`src/verilog/udp_tx_pkg.sv`:
```
package udp_tx_pkg;

    // ********************
    // field widths
    // ********************
    localparam int BYTE_W = 8;
    localparam int WORD_W = 32;
    localparam int LEN_W  = 16;
    localparam int MAC_W  = 48;

    localparam int HDR_WORDS     = 8;    // ip + udp + timestamp
    localparam int IP_HEAD_WORDS = 5;    // words covered by the ip checksum

    typedef logic [BYTE_W-1:0] byte_t;
    typedef logic [WORD_W-1:0] word_t;
    typedef logic [LEN_W-1:0]  len_t;
    typedef logic [MAC_W-1:0]  mac_t;
    typedef word_t [HDR_WORDS-1:0] hdr_words_t;    // index 0 goes out first

    // ********************
    // frame constants
    // ********************
    localparam byte_t PREAMBLE_BYTE = 8'h55;
    localparam byte_t SFD_BYTE      = 8'hd5;
    localparam int    PREAMBLE_LEN  = 8;     // 7 x 0x55 then sfd
    localparam int    ETH_HEAD_LEN  = 14;

    localparam len_t  ETH_TYPE_IPV4  = 16'h0800;
    localparam len_t  IP_VER_IHL_TOS = 16'h4500;    // v4, 5 words, tos 0
    localparam len_t  IP_FLAGS_DF    = 16'h4000;    // don't fragment
    localparam byte_t IP_TTL         = 8'h40;
    localparam byte_t IP_PROTO_UDP   = 8'd17;

    // ********************
    // ports and lengths
    // ********************
    localparam len_t SRC_PORT      = 16'd1234;
    localparam len_t DEST_PORT_MIN = 16'd1234;
    localparam len_t DEST_PORT_MAX = 16'd1244;

    localparam len_t TIMESTAMP_LEN   = 16'd4;     // counted as payload
    localparam len_t IP_UDP_HEAD_LEN = 16'd28;
    localparam len_t UDP_HEAD_LEN    = 16'd8;

    // 46 byte minimum ip payload less headers and timestamp
    localparam len_t MIN_DATA_LEN = 16'd14;
    localparam int   FCS_LEN      = 4;

    // ********************
    // crc-32
    // ********************
    localparam word_t CRC_POLY = 32'h04c1_1db7;    // normal form, reflected in use
    localparam word_t CRC_INIT = 32'hffff_ffff;

endpackage

```
`src/verilog/ip_checksum.sv`:
```
`timescale 1ns/10ps

module ip_checksum (
    input  logic                   clk,
    input  logic                   rst_n,
    input  logic                   cksum_start,
    input  udp_tx_pkg::hdr_words_t hdr_in,
    output logic                   cksum_done,
    output udp_tx_pkg::len_t       cksum_value
);
    import udp_tx_pkg::*;

    logic [1:0] step;       // 0 idle, 1-2 carry folds, 3 result
    word_t      acc;
    word_t      hdr_sum;

    // ten 16 bit halves of the ip header
    always_comb begin
        hdr_sum = '0;
        for (int i = 0; i < IP_HEAD_WORDS; i++) begin
            hdr_sum = hdr_sum + hdr_in[i][31:16] + hdr_in[i][15:0];
        end
    end

    always_ff @(posedge clk or negedge rst_n) begin
        if (!rst_n) begin
            step       <= 2'd0;
            cksum_done <= 1'b0;
        end else begin
            cksum_done <= 1'b0;
            if (cksum_start) begin
                step <= 2'd1;
            end else if (step != 2'd0) begin
                step <= step + 2'd1;      // wraps back to idle after 3
                if (step == 2'd3)
                    cksum_done <= 1'b1;
            end
        end
    end

    always_ff @(posedge clk) begin
        if (cksum_start)
            acc <= hdr_sum;
        else if (step == 2'd1 || step == 2'd2)
            acc <= {16'h0, acc[31:16]} + {16'h0, acc[15:0]};    // end-around carry
        if (step == 2'd3)
            cksum_value <= ~acc[15:0];
    end

endmodule

```
`src/verilog/udp_header_gen.sv`:
```
`timescale 1ns/10ps

module udp_header_gen (
    input  logic                   clk,
    input  logic                   rst_n,
    input  logic                   tx_start_en,
    input  udp_tx_pkg::len_t       tx_byte_num,
    input  udp_tx_pkg::word_t      board_ip,
    input  udp_tx_pkg::word_t      des_ip,
    input  logic                   timestamp_rst,
    input  logic                   frame_done,
    output logic                   hdr_valid,
    output udp_tx_pkg::hdr_words_t hdr_words,
    output udp_tx_pkg::len_t       payload_len
);
    import udp_tx_pkg::*;

    logic  start_d0;
    logic  start_d1;
    logic  pos_start;
    logic  accept;
    logic  busy;          // one frame in flight
    logic  cksum_start;
    logic  cksum_done;
    len_t  cksum_value;
    len_t  ip_id;
    len_t  des_port;
    word_t timestamp;     // frames sent since timestamp_rst
    len_t  total_len;
    len_t  udp_len;

    assign pos_start = start_d0 & ~start_d1;
    assign accept    = pos_start & ~busy;      // starts during a frame are dropped

    assign total_len = tx_byte_num + TIMESTAMP_LEN + IP_UDP_HEAD_LEN;
    assign udp_len   = tx_byte_num + TIMESTAMP_LEN + UDP_HEAD_LEN;

    // ********************
    // control
    // ********************
    always_ff @(posedge clk or negedge rst_n) begin
        if (!rst_n) begin
            start_d0    <= 1'b0;
            start_d1    <= 1'b0;
            busy        <= 1'b0;
            cksum_start <= 1'b0;
            hdr_valid   <= 1'b0;
            ip_id       <= '0;
            des_port    <= DEST_PORT_MIN;
        end else begin
            start_d0    <= tx_start_en;
            start_d1    <= start_d0;
            cksum_start <= accept;
            hdr_valid   <= cksum_done;     // header complete, hand to sequencer
            if (accept) begin
                busy     <= 1'b1;
                ip_id    <= ip_id + 16'd1;
                des_port <= (des_port < DEST_PORT_MAX) ? des_port + 16'd1 : DEST_PORT_MIN;
            end else if (frame_done) begin
                busy <= 1'b0;
            end
        end
    end

    always_ff @(posedge clk or negedge rst_n) begin
        if (!rst_n)
            timestamp <= '0;
        else if (timestamp_rst)
            timestamp <= '0;
        else if (frame_done)
            timestamp <= timestamp + 32'd1;
    end

    // ********************
    // header words
    // ********************
    always_ff @(posedge clk) begin
        if (accept) begin
            payload_len  <= tx_byte_num;
            hdr_words[0] <= {IP_VER_IHL_TOS, total_len};
            hdr_words[1] <= {ip_id + 16'd1, IP_FLAGS_DF};
            hdr_words[2] <= {IP_TTL, IP_PROTO_UDP, 16'h0000};   // checksum filled later
            hdr_words[3] <= board_ip;
            hdr_words[4] <= des_ip;
            hdr_words[5] <= {SRC_PORT, des_port};
            hdr_words[6] <= {udp_len, 16'h0000};                // no udp checksum
            hdr_words[7] <= timestamp;
        end else if (cksum_done) begin
            hdr_words[2][15:0] <= cksum_value;
        end
    end

    ip_checksum u_ip_checksum (
        .clk         (clk),
        .rst_n       (rst_n),
        .cksum_start (cksum_start),
        .hdr_in      (hdr_words),
        .cksum_done  (cksum_done),
        .cksum_value (cksum_value)
    );

endmodule

```
`src/verilog/crc32_d8.sv`:
```
`timescale 1ns/10ps

module crc32_d8 (
    input  logic              clk,
    input  logic              rst_n,
    input  logic              crc_en,
    input  logic              crc_clr,
    input  udp_tx_pkg::byte_t data_in,
    output udp_tx_pkg::word_t crc_state,
    output udp_tx_pkg::word_t crc_next
);
    import udp_tx_pkg::*;

    // lsb-first update over one byte
    function automatic word_t crc_update(input word_t crc, input byte_t data);
        word_t poly_rev;
        word_t c;
        for (int i = 0; i < 32; i++) begin
            poly_rev[i] = CRC_POLY[31-i];
        end
        c = crc ^ {24'h0, data};
        for (int b = 0; b < 8; b++) begin
            if (c[0])
                c = (c >> 1) ^ poly_rev;
            else
                c = c >> 1;
        end
        return c;
    endfunction

    // includes the byte on the wire this cycle
    assign crc_next = crc_update(crc_state, data_in);

    always_ff @(posedge clk or negedge rst_n) begin
        if (!rst_n)
            crc_state <= CRC_INIT;
        else if (crc_clr)
            crc_state <= CRC_INIT;     // ready for the next frame
        else if (crc_en)
            crc_state <= crc_next;
    end

endmodule

```
`src/verilog/gmii_frame_seq.sv`:
```
`timescale 1ns/10ps

module gmii_frame_seq (
    input  logic                   clk,
    input  logic                   rst_n,
    input  logic                   hdr_valid,
    input  udp_tx_pkg::hdr_words_t hdr_words,
    input  udp_tx_pkg::len_t       payload_len,
    input  udp_tx_pkg::mac_t       des_mac,
    input  udp_tx_pkg::mac_t       board_mac,
    input  udp_tx_pkg::word_t      tx_data,
    input  udp_tx_pkg::word_t      crc_state,
    input  udp_tx_pkg::word_t      crc_next,
    output logic                   tx_req,
    output logic                   gmii_tx_en,
    output udp_tx_pkg::byte_t      gmii_txd,
    output logic                   crc_en,
    output logic                   crc_clr,
    output logic                   frame_done,
    output logic                   tx_done
);
    import udp_tx_pkg::*;

    typedef enum logic [2:0] {
        st_idle,
        st_preamble,
        st_eth_head,
        st_ip_head,
        st_payload,
        st_fcs
    } state_t;

    state_t                    state;
    len_t                      byte_cnt;
    logic [2:0]                word_idx;
    logic [1:0]                lane;        // byte within a 32 bit word, msb first
    word_t                     data_word;   // payload word being serialized
    len_t                      data_len;
    logic [ETH_HEAD_LEN*8-1:0] eth_head;
    logic                      pay_live;
    byte_t                     eth_byte;
    byte_t                     ip_byte;
    byte_t                     pay_byte;
    byte_t                     fcs_byte;

    assign data_len = (payload_len > MIN_DATA_LEN) ? payload_len : MIN_DATA_LEN;
    assign eth_head = {des_mac, board_mac, ETH_TYPE_IPV4};
    assign eth_byte = eth_head[8*(ETH_HEAD_LEN-1-byte_cnt[3:0]) +: 8];
    assign ip_byte  = hdr_words[word_idx][8*(3-lane) +: 8];

    // past payload_len only zero padding goes out
    assign pay_live = (byte_cnt < payload_len);
    assign pay_byte = !pay_live     ? 8'h00 :
                      (lane == 2'd0) ? tx_data[31:24] : data_word[8*(3-lane) +: 8];

    // first fcs byte still needs the last padding byte folded in
    assign fcs_byte = (byte_cnt[1:0] == 2'd0) ? ~crc_next[7:0]
                                              : ~crc_state[8*byte_cnt[1:0] +: 8];

    always_ff @(posedge clk) begin
        if (state == st_payload && lane == 2'd0 && pay_live)
            data_word <= tx_data;
    end

    always_ff @(posedge clk or negedge rst_n) begin
        if (!rst_n) begin
            state      <= st_idle;
            byte_cnt   <= '0;
            word_idx   <= '0;
            lane       <= '0;
            tx_req     <= 1'b0;
            gmii_tx_en <= 1'b0;
            gmii_txd   <= '0;
            crc_en     <= 1'b0;
            crc_clr    <= 1'b0;
            frame_done <= 1'b0;
            tx_done    <= 1'b0;
        end else begin
            tx_req     <= 1'b0;
            crc_en     <= 1'b0;
            crc_clr    <= 1'b0;
            frame_done <= 1'b0;
            tx_done    <= 1'b0;
            case (state)
                st_idle: begin
                    gmii_tx_en <= 1'b0;
                    gmii_txd   <= '0;
                    if (hdr_valid) begin
                        gmii_tx_en <= 1'b1;
                        gmii_txd   <= PREAMBLE_BYTE;
                        byte_cnt   <= 16'd1;
                        state      <= st_preamble;
                    end
                end
                st_preamble: begin
                    gmii_tx_en <= 1'b1;
                    if (byte_cnt == PREAMBLE_LEN - 1) begin
                        gmii_txd <= SFD_BYTE;
                        byte_cnt <= '0;
                        state    <= st_eth_head;
                    end else begin
                        gmii_txd <= PREAMBLE_BYTE;
                        byte_cnt <= byte_cnt + 16'd1;
                    end
                end
                st_eth_head: begin
                    gmii_tx_en <= 1'b1;
                    crc_en     <= 1'b1;
                    gmii_txd   <= eth_byte;
                    if (byte_cnt == ETH_HEAD_LEN - 1) begin
                        byte_cnt <= '0;
                        word_idx <= '0;
                        lane     <= '0;
                        state    <= st_ip_head;
                    end else begin
                        byte_cnt <= byte_cnt + 16'd1;
                    end
                end
                st_ip_head: begin
                    gmii_tx_en <= 1'b1;
                    crc_en     <= 1'b1;
                    gmii_txd   <= ip_byte;
                    lane       <= lane + 2'd1;
                    if (lane == 2'd2 && word_idx == HDR_WORDS - 1)
                        tx_req <= 1'b1;                 // first payload word
                    if (lane == 2'd3) begin
                        if (word_idx == HDR_WORDS - 1)
                            state <= st_payload;
                        else
                            word_idx <= word_idx + 3'd1;
                    end
                end
                st_payload: begin
                    gmii_tx_en <= 1'b1;
                    crc_en     <= 1'b1;
                    gmii_txd   <= pay_byte;
                    lane       <= lane + 2'd1;
                    if (lane == 2'd2 && byte_cnt + 16'd2 < payload_len)
                        tx_req <= 1'b1;                 // another word follows
                    if (byte_cnt == data_len - 16'd1) begin
                        byte_cnt <= '0;
                        lane     <= '0;
                        state    <= st_fcs;
                    end else begin
                        byte_cnt <= byte_cnt + 16'd1;
                    end
                end
                st_fcs: begin
                    if (byte_cnt == FCS_LEN) begin
                        gmii_tx_en <= 1'b0;
                        gmii_txd   <= '0;
                        crc_clr    <= 1'b1;
                        frame_done <= 1'b1;
                        tx_done    <= 1'b1;
                        byte_cnt   <= '0;
                        state      <= st_idle;
                    end else begin
                        gmii_tx_en <= 1'b1;
                        gmii_txd   <= fcs_byte;    // low byte first
                        byte_cnt   <= byte_cnt + 16'd1;
                    end
                end
                default: state <= st_idle;
            endcase
        end
    end

endmodule

```
`src/verilog/udp_tx.sv`:
```
`timescale 1ns/10ps

module udp_tx (
    input  logic              clk,
    input  logic              rst_n,
    input  logic              tx_start_en,
    input  udp_tx_pkg::len_t  tx_byte_num,
    input  udp_tx_pkg::word_t tx_data,
    input  udp_tx_pkg::mac_t  des_mac,
    input  udp_tx_pkg::mac_t  board_mac,
    input  udp_tx_pkg::word_t des_ip,
    input  udp_tx_pkg::word_t board_ip,
    input  logic              timestamp_rst,
    output logic              tx_req,
    output logic              gmii_tx_en,
    output udp_tx_pkg::byte_t gmii_txd,
    output logic              tx_done
);
    import udp_tx_pkg::*;

    logic       hdr_valid;
    hdr_words_t hdr_words;
    len_t       payload_len;
    logic       frame_done;
    logic       crc_en;
    logic       crc_clr;
    word_t      crc_state;
    word_t      crc_next;

    // ********************
    // header, checksum, counters
    // ********************
    udp_header_gen u_hdr_gen (
        .clk           (clk),
        .rst_n         (rst_n),
        .tx_start_en   (tx_start_en),
        .tx_byte_num   (tx_byte_num),
        .board_ip      (board_ip),
        .des_ip        (des_ip),
        .timestamp_rst (timestamp_rst),
        .frame_done    (frame_done),
        .hdr_valid     (hdr_valid),
        .hdr_words     (hdr_words),
        .payload_len   (payload_len)
    );

    // fcs runs over the byte on the gmii bus
    crc32_d8 u_crc (
        .clk       (clk),
        .rst_n     (rst_n),
        .crc_en    (crc_en),
        .crc_clr   (crc_clr),
        .data_in   (gmii_txd),
        .crc_state (crc_state),
        .crc_next  (crc_next)
    );

    gmii_frame_seq u_seq (
        .clk         (clk),
        .rst_n       (rst_n),
        .hdr_valid   (hdr_valid),
        .hdr_words   (hdr_words),
        .payload_len (payload_len),
        .des_mac     (des_mac),
        .board_mac   (board_mac),
        .tx_data     (tx_data),
        .crc_state   (crc_state),
        .crc_next    (crc_next),
        .tx_req      (tx_req),
        .gmii_tx_en  (gmii_tx_en),
        .gmii_txd    (gmii_txd),
        .crc_en      (crc_en),
        .crc_clr     (crc_clr),
        .frame_done  (frame_done),
        .tx_done     (tx_done)
    );

endmodule

```
`config.mk`:
```
export PLATFORM = sky130hd
export DESIGN_NAME = udp_tx
export DESIGN_NICKNAME = d
export VERILOG_FILES = /design/src/verilog/udp_tx_pkg.sv /design/src/verilog/ip_checksum.sv /design/src/verilog/udp_header_gen.sv /design/src/verilog/crc32_d8.sv /design/src/verilog/gmii_frame_seq.sv /design/src/verilog/udp_tx.sv
export SDC_FILE = /design/constraint.sdc
export NUM_CORES = 1
export LEC_CHECK = 0
export ABC_AREA = 1
export ABC_CLOCK_PERIOD_IN_PS = 5000
export BUFFER_PORTS_ARGS = -buffer_cell sky130_fd_sc_hd__buf_2
export CORE_MARGIN = 10
export CORE_UTILIZATION = 60
export DETAILED_ROUTE_END_ITERATION = 7
export HOLD_SLACK_MARGIN = 0.08
export PLACE_DENSITY_LB_ADDON = 0.15
export SYNTH_ARGS = -nofsm -noshare
export SYNTH_HDL_FRONTEND = slang
export SYNTH_HIERARCHICAL = 1
export SYNTH_SLANG_ARGS = --single-unit
```
`constraint.sdc`:
```
create_clock -name clk -period 5 [get_ports clk]
set_input_delay 0.75 -clock clk [delete_from_list [all_inputs] [get_ports clk]]
set_output_delay 0.75 -clock clk [all_outputs]
set_load 0.03 [all_outputs]
```
==> flow_summary.ini <==
[run_status]
status = completed

[worst_setup_path]
critPathBufInv = 5
critPathMostFrequentCell = sky130_fd_sc_hd__nand2_1
critPathLaunchType = flop
cp_cell_sequence = fa_1, inv_1, fa_1, inv_1, fa_1, fa_1, inv_1, fa_1, inv_1, ha_2, nand2_1, inv_2, nand2_1, nor3_1, nand2_1, nand2_1, nand2_1, nand3_1, nand2_1
crit_slowest_cell = sky130_fd_sc_hd__fa_1
crit_arrival_ps = 5080
reg2reg_from = u_hdr_gen/hdr_words[61]
worstPathMaxFanout = 6
cp_top_family = adder cells
worst_path_max_stage_delay_ps = 560
worst_ep_required_time_ps = 5340
path_class = flop to flop
critical_path.startpoint = u_hdr_gen/hdr_words[61]
setup.worst_path.end_class = flop

[grt]
track_usage_pct = 30.0
grt_pass1_wl_mm = 133
via_count_of_the_first_global_routing_pass = 23700
pin_count_of_the_biggest_net_entering_global_routing = 152
number_of_antenna_violations_at_the_first_check_in_global_routing = 3
overflow = 0

[pwr]
power.total_mw = 23.2
share_seq_of_total_power_pct = 21.2
combinational_share_of_power_pct = 64.6
switching_share_pct = 51.1
vdd_drop_max_v = 0.000947
power_per_cell_area_mw_per_mm2 = 744
internal_power_mw = 11.3
p_clk_share_pct = 14.1
lkg_pwr_nw = 14.2
switching_power_mw = 11.8

[timing]
report.final.setup_viol = 0
holdWs_ps = 118
maxSlewViolCount = 0
max_freq_mhz = 211
setup_slack_ps = 259
worst_slew_margin_rel_pct = 28.0
timing_worst_slew_pin_value_ps = 1080
tns_ps = 0
timing_hold_violations_final = 0
timing.clock.skew_ps = 20.5
post-route-period-util_pct = 94.8
grt_setup_unrepaired = false
period_needed_ps = 4740

[drt]
post-route-drc-count = 0
drtPass1Iterations = 6
initialDrtViolationCount = 2431
postRouteAntennaNets = 0
wl_per_cell_um = 20.4
drt-total-wl_mm = 85.8
dr_total_vias = 23900
detail_route.vias_per_cell = 5.68

[run]
maxCapViolations = 0

[layout]
fillCellCount = 3896
finish.utilization_pct = 66.8
final_cell_area_mm2 = 0.0311
syn_to_final_growth_pct = 9.97
num-nets-final = 3990
final_layout_size_suffix_gt1_share_pct = 14.7
final_cell_count_no_fill = 4213

[synth]
yosys_warnings = 6
avgSynthCellArea_um2 = 8.44
post_synth_inst_count = 3355
netlist_area_mm2 = 0.0283

[clock_network]
tritoncts = done
cts_buf_count = 45
ctsHtreeMaxLevel = 2
clkSinkCount = 395
cts.root.buffer_cell = sky130_fd_sc_hd__clkbuf_16
buffers_from_clock_root_to_sink_at_most = 3
clk_pin_slew_worst_paths_ps = 60
clkLatencyLatePin_ps = 600

[placement]
gp_congestion = 0.956
placed_inst_area_mm2 = 0.0297
placement.io_buffers = 222
post-place-cells = 4126
place.detailed.hpwl_mm = 64.3
place_worst_setup_slack_ps = 207

[floorplan]
die-width_um = 237
die_h_um = 237
core.rowCount = 79
die_area_mm2 = 0.0563
start_util_pct = 60.7
design.core.area_mm2 = 0.0467
io-pin-count = 223

[worst_hold_path]
hold_path.class = primary input to async pin
## cells in the final DEF (no fill, tap or decap), drive strengths merged, types with 84 or more instances in the layout
| master | instances |
|---|---|
| conb | 128 |
| xor2 | 93 |
| nor2 | 352 |
| ha | 84 |
| nand2 | 719 |
| o21ai | 292 |
| edfxtp | 239 |
| dfrtp | 103 |
| fa | 126 |
| nand3 | 197 |
| buf | 249 |
| a21oi | 146 |
| inv | 455 |
## layer usage
layer | vias to the layer above | routed length, µm | share of wire (%) | track usage [%]
met5 | - | 13 | 0.015 | 0
li1 | 11200 | - | - | -
met2 | 1062 | 42200 | 49 | 51.4
met1 | 11500 | 33400 | 39 | 36.7
met4 | 2 | 3970 | 4.6 | 13.6
met3 | 199 | 6170 | 7.2 | 4.87
## registers in the layout, indices dropped and copies added (netlist names), 2 cells and up
name                                 flops
u_hdr_gen/payload_len                   16
u_seq/word_idx                           3
u_hdr_gen/des_port                      16
u_hdr_gen/ip_id                         16
u_seq/lane                               2
u_seq/state                              3
u_crc/crc_state                         32
u_seq/data_word                         32
u_seq/gmii_txd                           8
u_hdr_gen/u_ip_checksum/acc             20
u_hdr_gen/u_ip_checksum/cksum_value     16
u_hdr_gen/u_ip_checksum/step             2
u_hdr_gen/timestamp                     32
u_seq/byte_cnt                          16
u_hdr_gen/hdr_words                    171
## timing repair
action,in CTS,in global routing
setup buffers,0,2
hold buffers,0,0
setup endpoints to repair,0,4
endpoints found under the hold margin,0,0
gates resized for setup,0,5
## cell type report
cell class | instances | area, µm² | area share [%]
diodes | 1 | 2.50 | 0.00803
clock buffers | 60 | 1200 | 3.86
clock inverters | 24 | 228 | 0.731
inverters | 454 | 1710 | 5.48
multi-input cells | 2423 | 14800 | 47.7
flip-flops and latches | 395 | 11100 | 35.5
well taps | 607 | 759 | 2.44
repair buffers | 249 | 1350 | 4.32
## path summary, 6_finish.rpt
path,slack (ps),depth (start not counted),end
worst min-delay path,120,1,u_seq/byte_cnt[9]
worst min register to register,370,0,u_hdr_gen/start_d1
min in group clk,270,1,u_hdr_gen/start_d0
max in group asynchronous,3740,2,u_seq/word_idx[0]
worst max register to register,260,19,u_hdr_gen/u_ip_checksum/acc[14]
worst max-delay path,260,19,u_hdr_gen/u_ip_checksum/acc[14]
## power by group through the flow
| stage | sequential, mW | clock [mW] | combinational (mW) |
|---|---|---|---|
| 4_1_cts | 4.92 | 3.32 | 14.7 |
| 6_report | 4.93 | 3.27 | 15.0 |
| 3_5_place_dp | 4.97 | 0 | 14.5 |
| 5_1_grt | 5.00 | 3.46 | 16.9 |
| 2_1_floorplan | 4.67 | 0 | 11.1 |
| 3_3_place_gp | 4.95 | 0 | 14.3 |
(Power assumes the default switching activity.)
